### src/rtl/obj_pkg.sv
// **************************************************************************
// Object table geometry and shared enums
// One page holds OBJ_MAX entries of four 16-bit words each
// Two pages live in every byte RAM, selected by the top address bit
// END_MARK in the upper attribute byte ends a table early
// **************************************************************************
`default_nettype none

package obj_pkg;

    // Entry index width within one page
    localparam int OBJ_IDX_W = 10;

    // Entries per page
    localparam int OBJ_MAX = 1 << OBJ_IDX_W;

    // Byte RAM address: page bit, half bit, entry index
    localparam int RAM_AW = OBJ_IDX_W + 2;

    // Upper attribute byte that terminates the table
    localparam logic [7:0] END_MARK = 8'hFF;

    // Scanner FSM
    // IDLE doubles as the first low-half request
    typedef enum logic [1:0] {
        IDLE,
        RD_LO,
        RD_HI,
        EMIT
    } scan_state_t;

    // Decoded CPU access
    typedef enum logic [1:0] {
        OP_NONE,
        OP_WRITE,
        OP_READ
    } cpu_op_t;

endpackage

`default_nettype wire

### src/rtl/obj_cpu_port.sv
// **************************************************************************
// CPU access to the object table, 16-bit words with active-low byte strobes
// cs must be a single-cycle strobe, next one only after ok
// Writes acknowledge one cycle after cs, reads two cycles after
// addr[13] flips the page relative to obank
// **************************************************************************
`timescale 1ns/1ps
`default_nettype none

module obj_cpu_port (
    input  wire                        clk_cpu,
    input  wire                        arst_n,
    input  wire                        cs,
    input  wire                        rnw,
    input  wire  [1:0]                 dsn,
    input  wire  [13:1]                addr,
    input  wire  [15:0]                din,
    input  wire                        obank,
    output logic                       ok,
    output logic [15:0]                dout,
    output logic [obj_pkg::RAM_AW-1:0] wr_addr,
    output logic [15:0]                wdata,
    output logic [1:0]                 we_xy,
    output logic [1:0]                 we_at,
    input  wire  [15:0]                q_xy,
    input  wire  [15:0]                q_at
);
    import obj_pkg::*;

    cpu_op_t op;
    logic    is_wr;
    logic    rd_pend;
    logic    rd_half;

    // Access kind from strobe and direction
    always_comb begin
        if (!cs) begin
            op = OP_NONE;
        end else if (rnw) begin
            op = OP_READ;
        end else begin
            op = OP_WRITE;
        end
    end

    assign is_wr = (op == OP_WRITE);

    // Page, then half (X/code vs Y/attr), then entry index
    assign wr_addr = {obank ^ addr[13], addr[1], addr[12:3]};
    assign wdata   = din;

    // addr[2] low selects the X/Y pair, high the code/attr pair
    assign we_xy = {2{is_wr & ~addr[2]}} & ~dsn;
    assign we_at = {2{is_wr &  addr[2]}} & ~dsn;

    // Ack timing
    always_ff @(posedge clk_cpu or negedge arst_n) begin
        if (!arst_n) begin
            ok      <= 1'b0;
            rd_pend <= 1'b0;
        end else begin
            rd_pend <= (op == OP_READ);
            // Write done at the cs edge, read waits for RAM data
            ok      <= is_wr | rd_pend;
        end
    end

    // Read data path
    always_ff @(posedge clk_cpu) begin
        if (op == OP_READ) begin
            rd_half <= addr[2];
        end
        if (rd_pend) begin
            dout <= rd_half ? q_at : q_xy;
        end
    end

endmodule

`default_nettype wire

### config.mk
export PLATFORM = sky130hd
export DESIGN_NAME = obj_cpu_port
export DESIGN_NICKNAME = d
export VERILOG_FILES = /design/src/rtl/obj_pkg.sv /design/src/rtl/obj_cpu_port.sv
export SDC_FILE = /design/constraint.sdc
export NUM_CORES = 1
export LEC_CHECK = 0
export CAP_MARGIN = 20
export CELL_PAD_IN_SITES_DETAIL_PLACEMENT = 1
export CELL_PAD_IN_SITES_GLOBAL_PLACEMENT = 2
export CORE_MARGIN = 8
export CORE_UTILIZATION = 32
export DETAILED_ROUTE_END_ITERATION = 12
export DONT_BUFFER_PORTS = 1
export GPL_ROUTABILITY_DRIVEN = 0
export GPL_TIMING_DRIVEN = 0
export HOLD_SLACK_MARGIN = 0.08
export PLACE_DENSITY_LB_ADDON = 0.1
export REMOVE_ABC_BUFFERS = 1
export SLEW_MARGIN = 0
export SYNTH_ARGS = -nofsm -noshare
export SYNTH_HDL_FRONTEND = slang
export SYNTH_SLANG_ARGS = --single-unit
### constraint.sdc
create_clock -name clk_cpu -period 1.3 [get_ports clk_cpu]
set_input_delay 0.26 -clock clk_cpu [delete_from_list [all_inputs] [get_ports clk_cpu]]
set_output_delay 0.26 -clock clk_cpu [all_outputs]
set_load 0.005 [all_outputs]
==> results.cfg <==
[clocking]
clock_sinks = 19
clk_pin_slew_ps = 110
cts_made_buffers = 3
clk_latency_ps = 290
cts_tree = built
cts_max_level = 1
root_buffer = clkbuf_4
clock_path_buffers = 2

[timing]
tightest_slew_ps = 647
fmaxAchievable_mhz = 863
fin_crit_ps = 1160
finalCritPeriodShare_pct = 89.2
timing.final.hold_violations = 0
setup_viol = 0
rsz0062_at_grt = false
drv_slew = 0
clock_skew_ps = 3.56
holdWs_ps = 133
max_slew_margin_pct = 56.9

[global_routing]
track_usage_pct = 9.66
grt.busiest_layer = met2
grt_pass1_vias = 582
gr-usage-met2_pct = 13.3
use_met3_pct = 11.3
met1_usage_pct = 8.49
antenna_found_initial = 0
overflow = 0
grt_pass1_wl_mm = 3.57
grt_max_degree = 18

[route]
drtIter0Drc = 15
vias = 463
ant_nets = 0
drtPass1Iterations = 3
vias_per_cell = 4.77
drc_errors = 0
wl_per_cell_um = 28.1
wl_mm = 2.73

[cells_and_area]
nets = 120
drive_gt1_share_pct = 41.2
syn_to_final_growth_pct = -10.8
diodes = 0
fin_cells = 97
final_core_util_pct = 29.1

[floorplanning]
chipHeight_um = 73.7
rows = 21
core_um2 = 3260
ioPinCount = 117
start_util_pct = 32.7
die-area_um2 = 5430
die_x_um = 73.7

[place]
placed_cells = 89
io_buffers = 0

[power_and_ir_drop]
finalPower_mw = 1.13
p_leak_nw = 0.340
ir_worst_vdd_mv = 0.217
p_per_area_nw_per_um2 = 1190

[outcome]
status = finished, final reports clean

[logic_synthesis]
synth_seq_cells = 19
netlist-cell-type-count = 12
yosysSeqAreaShare_pct = 52.6
syn_avg_cell_area_um2 = 14.8
synthCells = 72
synth_area_um2 = 1060
yosys_warnings = 0

[setup_path]
crit_fanout = 10
reg2reg_slack_ps = 140
crit_required_ps = 1350
critical_path_class = flop to flop
cp_data_arrival_time_ps = 1210
worstSetupEndpointType = flop
worstSetupStartpointType = flop

[min_path]
hp-class = input pin to flop

[flow_run]
maxCapViolCount = 0
[flip-flops by register name, summed over array words and instances, names as in the netlist]
name	flops
dout	16
ok	1
rd_half	1
rd_pend	1
[kinds of logic after synthesis]
kind of cell | Yosys count | synth area share [%]
xor+xnor | 1 | 0.823
buf+inv | 29 | 22.0
flops | 19 | 52.6
mux | 16 | 20.4
simple gates | 7 | 4.11
[layer usage]
layer	wire (um)	up-vias	share of wire, %
li1	-	182	-
met4	0	2	0
met5	45	-	1.6
met3	536	2	20
met2	1220	74	45
met1	926	203	34
[stage by stage]
step                      setup TNS [ps]  setup WS (ps)  area, um^2
after CTS                              0            116         950
after floorplan                    -1120           -102         831
after detailed placement           -3700           -284         888
final                                  0            141         950
after global placement             -3220           -242         888
after global routing                   0           69.6         950
[worst max-delay path: stages (launching register included)]
cell	delay, ps
edfxtp_1	400
buf_4	210
mux2_4	310
[area by class of cell]
| cell class | instances | area [um^2] |
|---|---|---|
| clock buffers | 4 | 26.3 |
| well taps | 46 | 57.6 |
| repair buffers | 4 | 35.0 |
| flip-flops and latches | 19 | 561 |
| multi-input cells | 24 | 270 |
| fillers | 353 | 2310 |
[synth_stat cells, drive strengths merged]
| cell type | instances | area share, % |
|---|---|---|
| buf | 29 | 22 |
| edfxtp | 17 | 48 |
| mux2 | 16 | 20 |
| dfrtp | 2 | 4.7 |
| nand2b | 2 | 1.2 |
| nor3 | 2 | 0.94 |
| nor3b | 2 | 1.4 |
| and2 | 1 | 0.59 |
| xor2 | 1 | 0.82 |
[layout by cell type, fill, tap and decap left out]
| cell | instances |
|---|---|
| nor3_1 | 2 |
| buf_4 | 2 |
| and2_1 | 1 |
| edfxtp_1 | 17 |
| nand2b_1 | 2 |
| clkbuf_4 | 3 |
| mux2_4 | 10 |
| xor2_1 | 1 |
| dfrtp_1 | 2 |
| nor3b_1 | 2 |
| dlygate4sd3_1 | 2 |
| clkbuf_1 | 1 |
| mux2_2 | 6 |
[path summary, 6_finish.rpt]
path | to | depth (start not counted) | start
worst max register to register | dout[3] | 2 | rd_half
worst max-delay path | dout[3] | 2 | rd_half
min in group asynchronous | ok | 1 | arst_n
max in group asynchronous | rd_pend | 1 | arst_n
worst min-delay path | rd_pend | 1 | rnw
worst min register to register | dout[10] | 2 | rd_half
[power breakdown]
part	total, mW	switching (mW)	leakage (nW)	internal, mW
logic	0.106	0.0359	0.141	0.0700
registers	0.731	0.0239	0.184	0.707
clock network	0.297	0.178	0.0150	0.119
[timing repair]
item	4_1_cts	5_1_grt
gates resized for setup	0	0
endpoints found under the setup margin	16	0
hold buffers	2	0
endpoints found under the hold margin	3	0
setup buffers	2	0
Power figures use the tool's default switching activity.
