`config.mk`:
```
export PLATFORM = sky130hd
export DESIGN_NAME = obj_scanner
export DESIGN_NICKNAME = d
export VERILOG_FILES = /design/src/rtl/obj_pkg.sv /design/src/rtl/obj_scanner.sv
export SDC_FILE = /design/constraint.sdc
export NUM_CORES = 1
export LEC_CHECK = 0
export BUFFER_PORTS_ARGS = -buffer_cell sky130_fd_sc_hd__buf_2
export CELL_PAD_IN_SITES_DETAIL_PLACEMENT = 1
export CELL_PAD_IN_SITES_GLOBAL_PLACEMENT = 1
export CORE_MARGIN = 5
export CORE_UTILIZATION = 38
export DETAILED_ROUTE_END_ITERATION = 6
export PLACE_DENSITY = 0.84
export SLEW_MARGIN = 20
export SYNTH_ARGS = -nofsm -noshare
export SYNTH_HDL_FRONTEND = slang
export SYNTH_SLANG_ARGS = --single-unit
```
`constraint.sdc`:
```
create_clock -name clk_cpu -period 3.1 [get_ports clk_cpu]
set_clock_uncertainty 0.15 [all_clocks]
set_input_delay 0.62 -clock clk_cpu [delete_from_list [all_inputs] [get_ports clk_cpu]]
set_output_delay 0.62 -clock clk_cpu [all_outputs]
set_load 0.005 [all_outputs]
```
`src/rtl/obj_pkg.sv`:
```
// **************************************************************************
// Object table geometry and shared enums
// One page holds OBJ_MAX entries of four 16-bit words each
// Two pages live in every byte RAM, selected by the top address bit
// END_MARK in the upper attribute byte ends a table early
// **************************************************************************
`default_nettype none

package obj_pkg;

    // Entry index width within one page
    localparam int OBJ_IDX_W = 10;

    // Entries per page
    localparam int OBJ_MAX = 1 << OBJ_IDX_W;

    // Byte RAM address: page bit, half bit, entry index
    localparam int RAM_AW = OBJ_IDX_W + 2;

    // Upper attribute byte that terminates the table
    localparam logic [7:0] END_MARK = 8'hFF;

    // Scanner FSM
    // IDLE doubles as the first low-half request
    typedef enum logic [1:0] {
        IDLE,
        RD_LO,
        RD_HI,
        EMIT
    } scan_state_t;

    // Decoded CPU access
    typedef enum logic [1:0] {
        OP_NONE,
        OP_WRITE,
        OP_READ
    } cpu_op_t;

endpackage

`default_nettype wire

```
`src/rtl/obj_scanner.sv`:
```
// **************************************************************************
// Object table scanner, walks the page the CPU does not see
// One record every 3 cycles, first one 3 cycles after frame
// No back-pressure, spr_valid is a single-cycle pulse
// Frame pulses while busy are dropped, page latched at frame
// **************************************************************************
`timescale 1ns/1ps
`default_nettype none

module obj_scanner (
    input  wire                        clk_cpu,
    input  wire                        arst_n,
    input  wire                        frame,
    input  wire                        obank,
    input  wire  [15:0]                obj_xy,
    input  wire  [15:0]                obj_attr,
    output logic [obj_pkg::RAM_AW-1:0] rd_addr,
    output logic                       spr_valid,
    output logic [15:0]                spr_x,
    output logic [15:0]                spr_y,
    output logic [15:0]                spr_code,
    output logic [15:0]                spr_attr,
    output logic                       scan_done
);
    import obj_pkg::*;

    scan_state_t        state;
    // Extra top bit marks the walk past the last entry
    logic [OBJ_IDX_W:0] idx;
    logic               page;
    logic               page_sel;
    logic               marker;

    // IDLE already points at entry 0 low half of the hidden page
    assign page_sel = (state == IDLE) ? ~obank : page;
    assign rd_addr  = {page_sel, state == RD_HI, idx[OBJ_IDX_W-1:0]};
    assign marker   = (obj_attr[15:8] == END_MARK);

    always_ff @(posedge clk_cpu or negedge arst_n) begin
        if (!arst_n) begin
            state     <= IDLE;
            idx       <= '0;
            page      <= 1'b0;
            spr_valid <= 1'b0;
            scan_done <= 1'b0;
        end else begin
            spr_valid <= 1'b0;
            scan_done <= 1'b0;
            case (state)
                IDLE: if (frame) begin
                    page  <= ~obank;
                    state <= RD_HI;
                end
                // Table exhausted without a marker
                RD_LO: if (idx == (OBJ_IDX_W+1)'(OBJ_MAX)) begin
                    scan_done <= 1'b1;
                    idx       <= '0;
                    state     <= IDLE;
                end else begin
                    state <= RD_HI;
                end
                RD_HI: state <= EMIT;
                EMIT: if (marker) begin
                    scan_done <= 1'b1;
                    idx       <= '0;
                    state     <= IDLE;
                end else begin
                    spr_valid <= 1'b1;
                    idx       <= idx + 1'b1;
                    state     <= RD_LO;
                end
                default: state <= IDLE;
            endcase
        end
    end

    // Record fields, low half then high half
    always_ff @(posedge clk_cpu) begin
        if (state == RD_HI) begin
            spr_x    <= obj_xy;
            spr_code <= obj_attr;
        end
        if (state == EMIT) begin
            spr_y    <= obj_xy;
            spr_attr <= obj_attr;
        end
    end

endmodule

`default_nettype wire

```
==> flow_metrics.tcl, run 1 <==
set metrics [dict create \
    drt_iter0_drc 69 \
    die-area_mm2 0.00932 \
    critPathMaxFanout 8 \
    critPathRequiredTime_ns 2.33 \
    synth.top_cell.area_share 0.675 \
    row_count 31 \
    finalNetCount 312 \
    dp.cells 362 \
    seq_area_mm2 0.00232 \
    cellPowerDensity_mw_per_mm2 895 \
    ant_nets 0 \
    drv_cap 0 \
    antenna_found_initial 0 \
    vias_per_cell 4.87 \
    rsz0062_at_grt "false" \
    postCtsHoldBufs 0 \
    num_antenna_cells 0 \
    hold_class "in2async" \
    wl_per_cell_um 18.4 \
    cts_root_buf "clkbuf_8" \
    drt-total-wl_mm 6.97 \
    dr.pass1.iters 4 \
    combPwrFrac 0.264 \
    p_switching_mw 1.05 \
    post_cts_buffers 0 \
    dp_hpwl_mm 5.25 \
    multi_input_area_um2 415 \
    fin_tns_setup_ns 0 \
    grt_max_degree 34 \
    synth_area_leader_cell "edfxtp_1" \
    grt_use_total 0.147 \
    final_cell_mix "113 x buf_2, 64 x edfxtp_1, 16 x dfrtp_1, 9 x nand2_1, 9 x clkbuf_8" \
    vdd_ir_drop_max_uv 301 \
    p_seq_frac 0.532 \
    cts_sinks 80 \
    cts_buffer_depth 2 \
    core_mm2 0.00729 \
    finish.utilization 0.498 \
    cts_resized 0 \
    final_cells 378 \
    ys_ff_latch 80 \
    ys_seq_area_frac 0.816 \
    drive_gt1_frac 0.480 \
    grt_pass1_wl_mm 9.80 \
    cp-end-kind "primary output" \
    max_freq_mhz 496 \
    syn-num-nets 200 \
    fin_crit_sh 0.650 \
    switching_share 0.323 \
    critPathKind "reg2out" \
    clock_latency_ns 0.34 \
    crit_arrival_ns 1.25 \
    grt_overflow 0 \
    ioPinCount 114 \
    die_x_um 96.6 \
    synthToLayoutAreaGrowth_pct 27.6 \
    initial_utilization 0.390 \
    drv_slew 0 \
    maxSlewHeadroom 0.514 \
    vias 1839 \
    synth_area_leaders "edfxtp_1 68%, dfrtp_1 14%, buf_4 3.2%, nand2_1 1.2%, nand4_1 1.1%" \
    place_congestion 0.745 \
    drc 0 \
    status "finished, final reports clean" \
    io_buffer_count 113 \
    avgSynthCellArea_um2 17.6 \
    yosysWarnings 0 \
    final_common_cell "buf_2" \
    synth_cell_types 33 \
    grt_pass1_vias 1828 \
    tightestPinTransition_ns 0.726 \
    p_int_mw 2.20 \
    setup_viol 0 \
    clk_pin_slew_ns 0.08 \
    period_needed_ns 2.02 \
    hold_viol 0 \
    cts_buffers 9 \
    netlist_area_mm2 0.00285 \
    p_clk_frac 0.204 \
    leakage_nw 1.53 \
    netlist_instances 162 \
    cts_tree "done" \
    start_kind "register" \
    htree_levels 3 \
    die-height_um 96.6 \
    fillCellCount 775 \
]
[kinds of logic after synthesis]
family,synth area share
AOI/OAI and AO/OA,0.0541
adders and majority gates,0.00879
buffers and inverters,0.0409
muxes,0.0110
and+or+nand+nor,0.0695
DFF,0.816
[cells in the mapped netlist]
cell / instances
and2_1: 1
or4b_1: 1
a21oi_1: 4
inv_2: 1
o21a_1: 2
nand3b_1: 1
a32o_1: 1
buf_4: 12
nor3b_1: 1
and4_1: 2
dfrtp_1: 16
nor2_1: 4
and3_1: 2
nor2b_1: 1
ha_1: 2
clkbuf_1: 2
o31a_1: 1
mux2_2: 1
a31oi_1: 4
nand2_1: 9
nor4b_1: 2
a22o_1: 2
or2_2: 1
nand2b_1: 1
edfxtp_1: 64
mux2i_1: 2
a41oi_1: 2
o31ai_1: 1
a21o_1: 1
inv_1: 4
nand4_1: 5
o21ai_0: 5
nand3_1: 4
[final cells by class]
cell class	count	area share
inverters	5	0.00517
multi-input cells	63	0.114
repair buffers	115	0.160
flip-flops and latches	80	0.640
well taps	99	0.0341
clock buffers	10	0.0351
clock inverters	6	0.0117
[registers in the layout, indices dropped and copies added, names as in the netlist]
| signal | flops |
|---|---|
| idx | 11 |
| page | 1 |
| scan_done | 1 |
| spr_attr | 16 |
| spr_code | 16 |
| spr_valid | 1 |
| spr_x | 16 |
| spr_y | 16 |
| state | 2 |
[layer usage]
metal  share of wire  track usage
met5               0            0
met4           0.014       0.0631
met3            0.10       0.0465
met2            0.48        0.241
met1            0.41        0.180
[stage by stage]
stage | power (mW) | worst slack (ns) | hold slack, ns | area [µm²]
after floorplan | 2.17 | 0.346 | 0.174 | 2850
after global placement | 2.58 | 1.18 | 0.311 | 3460
after detailed placement | 2.64 | 1.15 | 0.317 | 3460
after CTS | 3.30 | 1.04 | 0.0469 | 3630
after global routing | 3.46 | 0.974 | 0.0511 | 3630
final | 3.25 | 1.08 | 0.0469 | 3630
[worst paths after layout]
check,from,to,slack [ns],cells after the start
max reg2reg,state[0]$_DFFE_PN0P_,idx[4]$_DFFE_PN0P_,1.14,5
max in group asynchronous,arst_n,idx[1]$_DFFE_PN0P_,2.47,1
min in group clk_cpu,obj_attr[1],spr_code[1]$_DFFE_PP_,0.31,1
min reg2reg,idx[10]$_DFFE_PN0P_,idx[10]$_DFFE_PN0P_,0.32,1
min,arst_n,idx[6]$_DFFE_PN0P_,0.05,1
max,state[0]$_DFFE_PN0P_,rd_addr[11],1.08,2
[critical path, stage by stage, from the launching register on]
cell and delay (ns):
dfrtp_1 0.48, o31ai_1 0.28, buf_2 0.15
[power by group through the flow]
stage          Combinational [mW]  Clock, mW  Sequential (mW)
2_1_floorplan               0.411          0             1.76
3_3_place_gp                0.847          0             1.73
3_5_place_dp                0.878          0             1.76
4_1_cts                     0.881      0.685             1.73
5_1_grt                     0.945      0.754             1.77
6_report                    0.857      0.663             1.73
No activity file was read; power rests on OpenSTA's default activity.
==> inputs of run 2 (changes only) <==
- clock period: 3.1 -> 2 ns (I/O delays scaled with it)
==> run 2 against run 1 <==
Net effect: global-route usage grew 0.47 points; routed wire length grew 2.7%; combinational power grew 75%; core utilization grew 1.8 points; design area grew 3.7%; die area is the same; power grew 64%; flip-flop and latch count is the same; critical path depth is the same; via count grew 1.4%; first-iteration DRC count grew 32%; sequential share of layout area shrank 2.3 points; highest routed layer unchanged.
==> flow_metrics.tcl, run 2 (synthesis gave the netlist of run 1 again) <==
set metrics [dict create \
    vdd_ir_drop_max_uv 578 \
    vias 1865 \
    fin_tns_setup_ns 0 \
    crit_arrival_ns 1.33 \
    final_common_cell "buf_2" \
    drt_iter0_drc 91 \
    met3_usage 0.0519 \
    cts_tree "done" \
    fin_area_mm2 0.00376 \
    io_buffer_count 113 \
    core_mm2 0.00729 \
    met2_usage 0.262 \
    max_freq_mhz 531 \
    synthToLayoutAreaGrowth_pct 32.2 \
    critPathBufInv 1 \
    dp_hpwl_mm 5.35 \
    drt-total-wl_mm 7.16 \
    drc 0 \
    initial_utilization 0.390 \
    clk_pin_slew_ns 0.08 \
    fin_crit_sh 0.941 \
    grt_use_total 0.152 \
    grt_overflow 0 \
    maxSlewHeadroom 0.722 \
    clock_latency_ns 0.34 \
    met1_usage 0.181 \
    grt.busiest_layer "met2" \
    row_count 31 \
    final_cell_mix "113 x buf_2, 64 x edfxtp_1, 16 x dfrtp_1, 14 x buf_4" \
    critPathMaxFanout 10 \
    cp-end-kind "primary output" \
    cts_buffers 9 \
    drv_cap 0 \
    cts_sinks 80 \
    grt_pass1_vias 1883 \
    die-area_mm2 0.00932 \
    drv_slew 0 \
    finalNetCount 325 \
    die_x_um 96.6 \
    ant_nets 0 \
    vias_per_cell 4.77 \
    worstHoldStart "obj_xy[2]" \
    critPathMaxStageDelay_ns 0.47 \
    cts_root_buf "clkbuf_8" \
    placed_cell_area_mm2 0.00349 \
    leakage_nw 1.61 \
    hold_viol 0 \
    hold_class "in2reg" \
    tightestPinTransition_ns 0.417 \
    cts_buffer_depth 2 \
    finish.utilization 0.516 \
    antenna_found_initial 0 \
    period_needed_ns 1.88 \
    dr.pass1.iters 4 \
    crit_path_start "state[1]$_DFFE_PN0P_" \
    critPathRequiredTime_ns 1.45 \
    num_antenna_cells 0 \
    die-height_um 96.6 \
    grt_max_degree 26 \
    grt_pass1_wl_mm 10.3 \
    htree_levels 3 \
    place_congestion 0.802 \
    critPathKind "reg2out" \
    r2r-start "state[0]$_DFFE_PN0P_" \
    cellPowerDensity_mw_per_mm2 1420 \
    path_cells "nor2b_4 -> buf_2" \
    critPathTopFamily "flip-flops" \
    cp_slowest_cell "dfrtp_1" \
    status "finished, final reports clean" \
    drive_gt1_frac 0.503 \
    ioPinCount 114 \
    wl_per_cell_um 18.3 \
    start_kind "register" \
    setup_viol 0 \
]
==> run 2: changes by cell type in the layout (fill, tap and decap cells not counted) <==
cell and delta:
buf_4 +12, a31oi_1 -1, a31oi_2 +1, clkinv_2 -1, clkinv_4 +2, bufinv_16 +1
inv_6 -1, clkinvlp_4 -1, dlygate4sd3_1 +1
==> run 2: what timing repair did <==
item	in CTS	in global routing
hold buffers	1	0
buffers inserted	0	8
setup endpoints to repair	0	5
gates resized for setup	0	1
endpoints found under the hold margin	16	0
==> run 2: routing by layer <==
layer  share of wire  wire (µm)  vias to the layer above
met5               0          0                        -
met3           0.095        682                        6
met1            0.41       2900                      905
li1                -          -                      865
met4          0.0071         51                        0
met2            0.49       3520                       89
==> run 2: worst register-to-register path: stages (launching register included) <==
cell	delay, ns
dfrtp_1	0.51
nand2_1	0.19
inv_2	0.13
o21a_1	0.37
a41oi_1	0.19
a31oi_1	0.18
==> run 2: path summary, 6_finish.rpt <==
path	endpoint	slack (ns)	cells past startpoint
min in group asynchronous	idx[6]$_DFFE_PN0P_	0.35	2
setup / recovery	rd_addr[10]	0.12	2
max in group asynchronous	page$_DFFE_PN0P_	1.08	2
hold reg to reg	page$_DFFE_PN0P_	0.33	2
setup reg to reg	idx[3]$_DFFE_PN0P_	0.21	5
hold / removal	spr_x[2]$_DFFE_PP_	0.10	1
==> run 2: area by class of cell <==
type / count / area (µm²)
Clock buffer: 10 / 128
Inverter: 5 / 18.8
Sequential cell: 80 / 2320
Fill cell: 763 / 3530
Tap cell: 99 / 124
Clock inverter: 6 / 68.8
Multi-Input combinational cell: 63 / 422
Timing Repair Buffer: 128 / 681
==> run 2: metrics by stage <==
stage / power [mW] / worst slack [ns] / hold slack, ns / std cells
2_1_floorplan: 3.36 / 0.0667 / -0.0456 / 162
3_3_place_gp: 4.05 / 0.235 / 0.190 / 366
3_5_place_dp: 4.13 / 0.128 / 0.188 / 366
4_1_cts: 5.30 / 0.0459 / 0.0786 / 383
5_1_grt: 5.68 / -0.00362 / 0.0706 / 391
6_report: 5.33 / 0.118 / 0.100 / 391
==> run 2: power breakdown <==
part,total [mW],internal (mW),switching (mW)
Sequential,2.67,2.43,0.237
Combinational,1.50,0.654,0.851
Clock,1.15,0.583,0.570
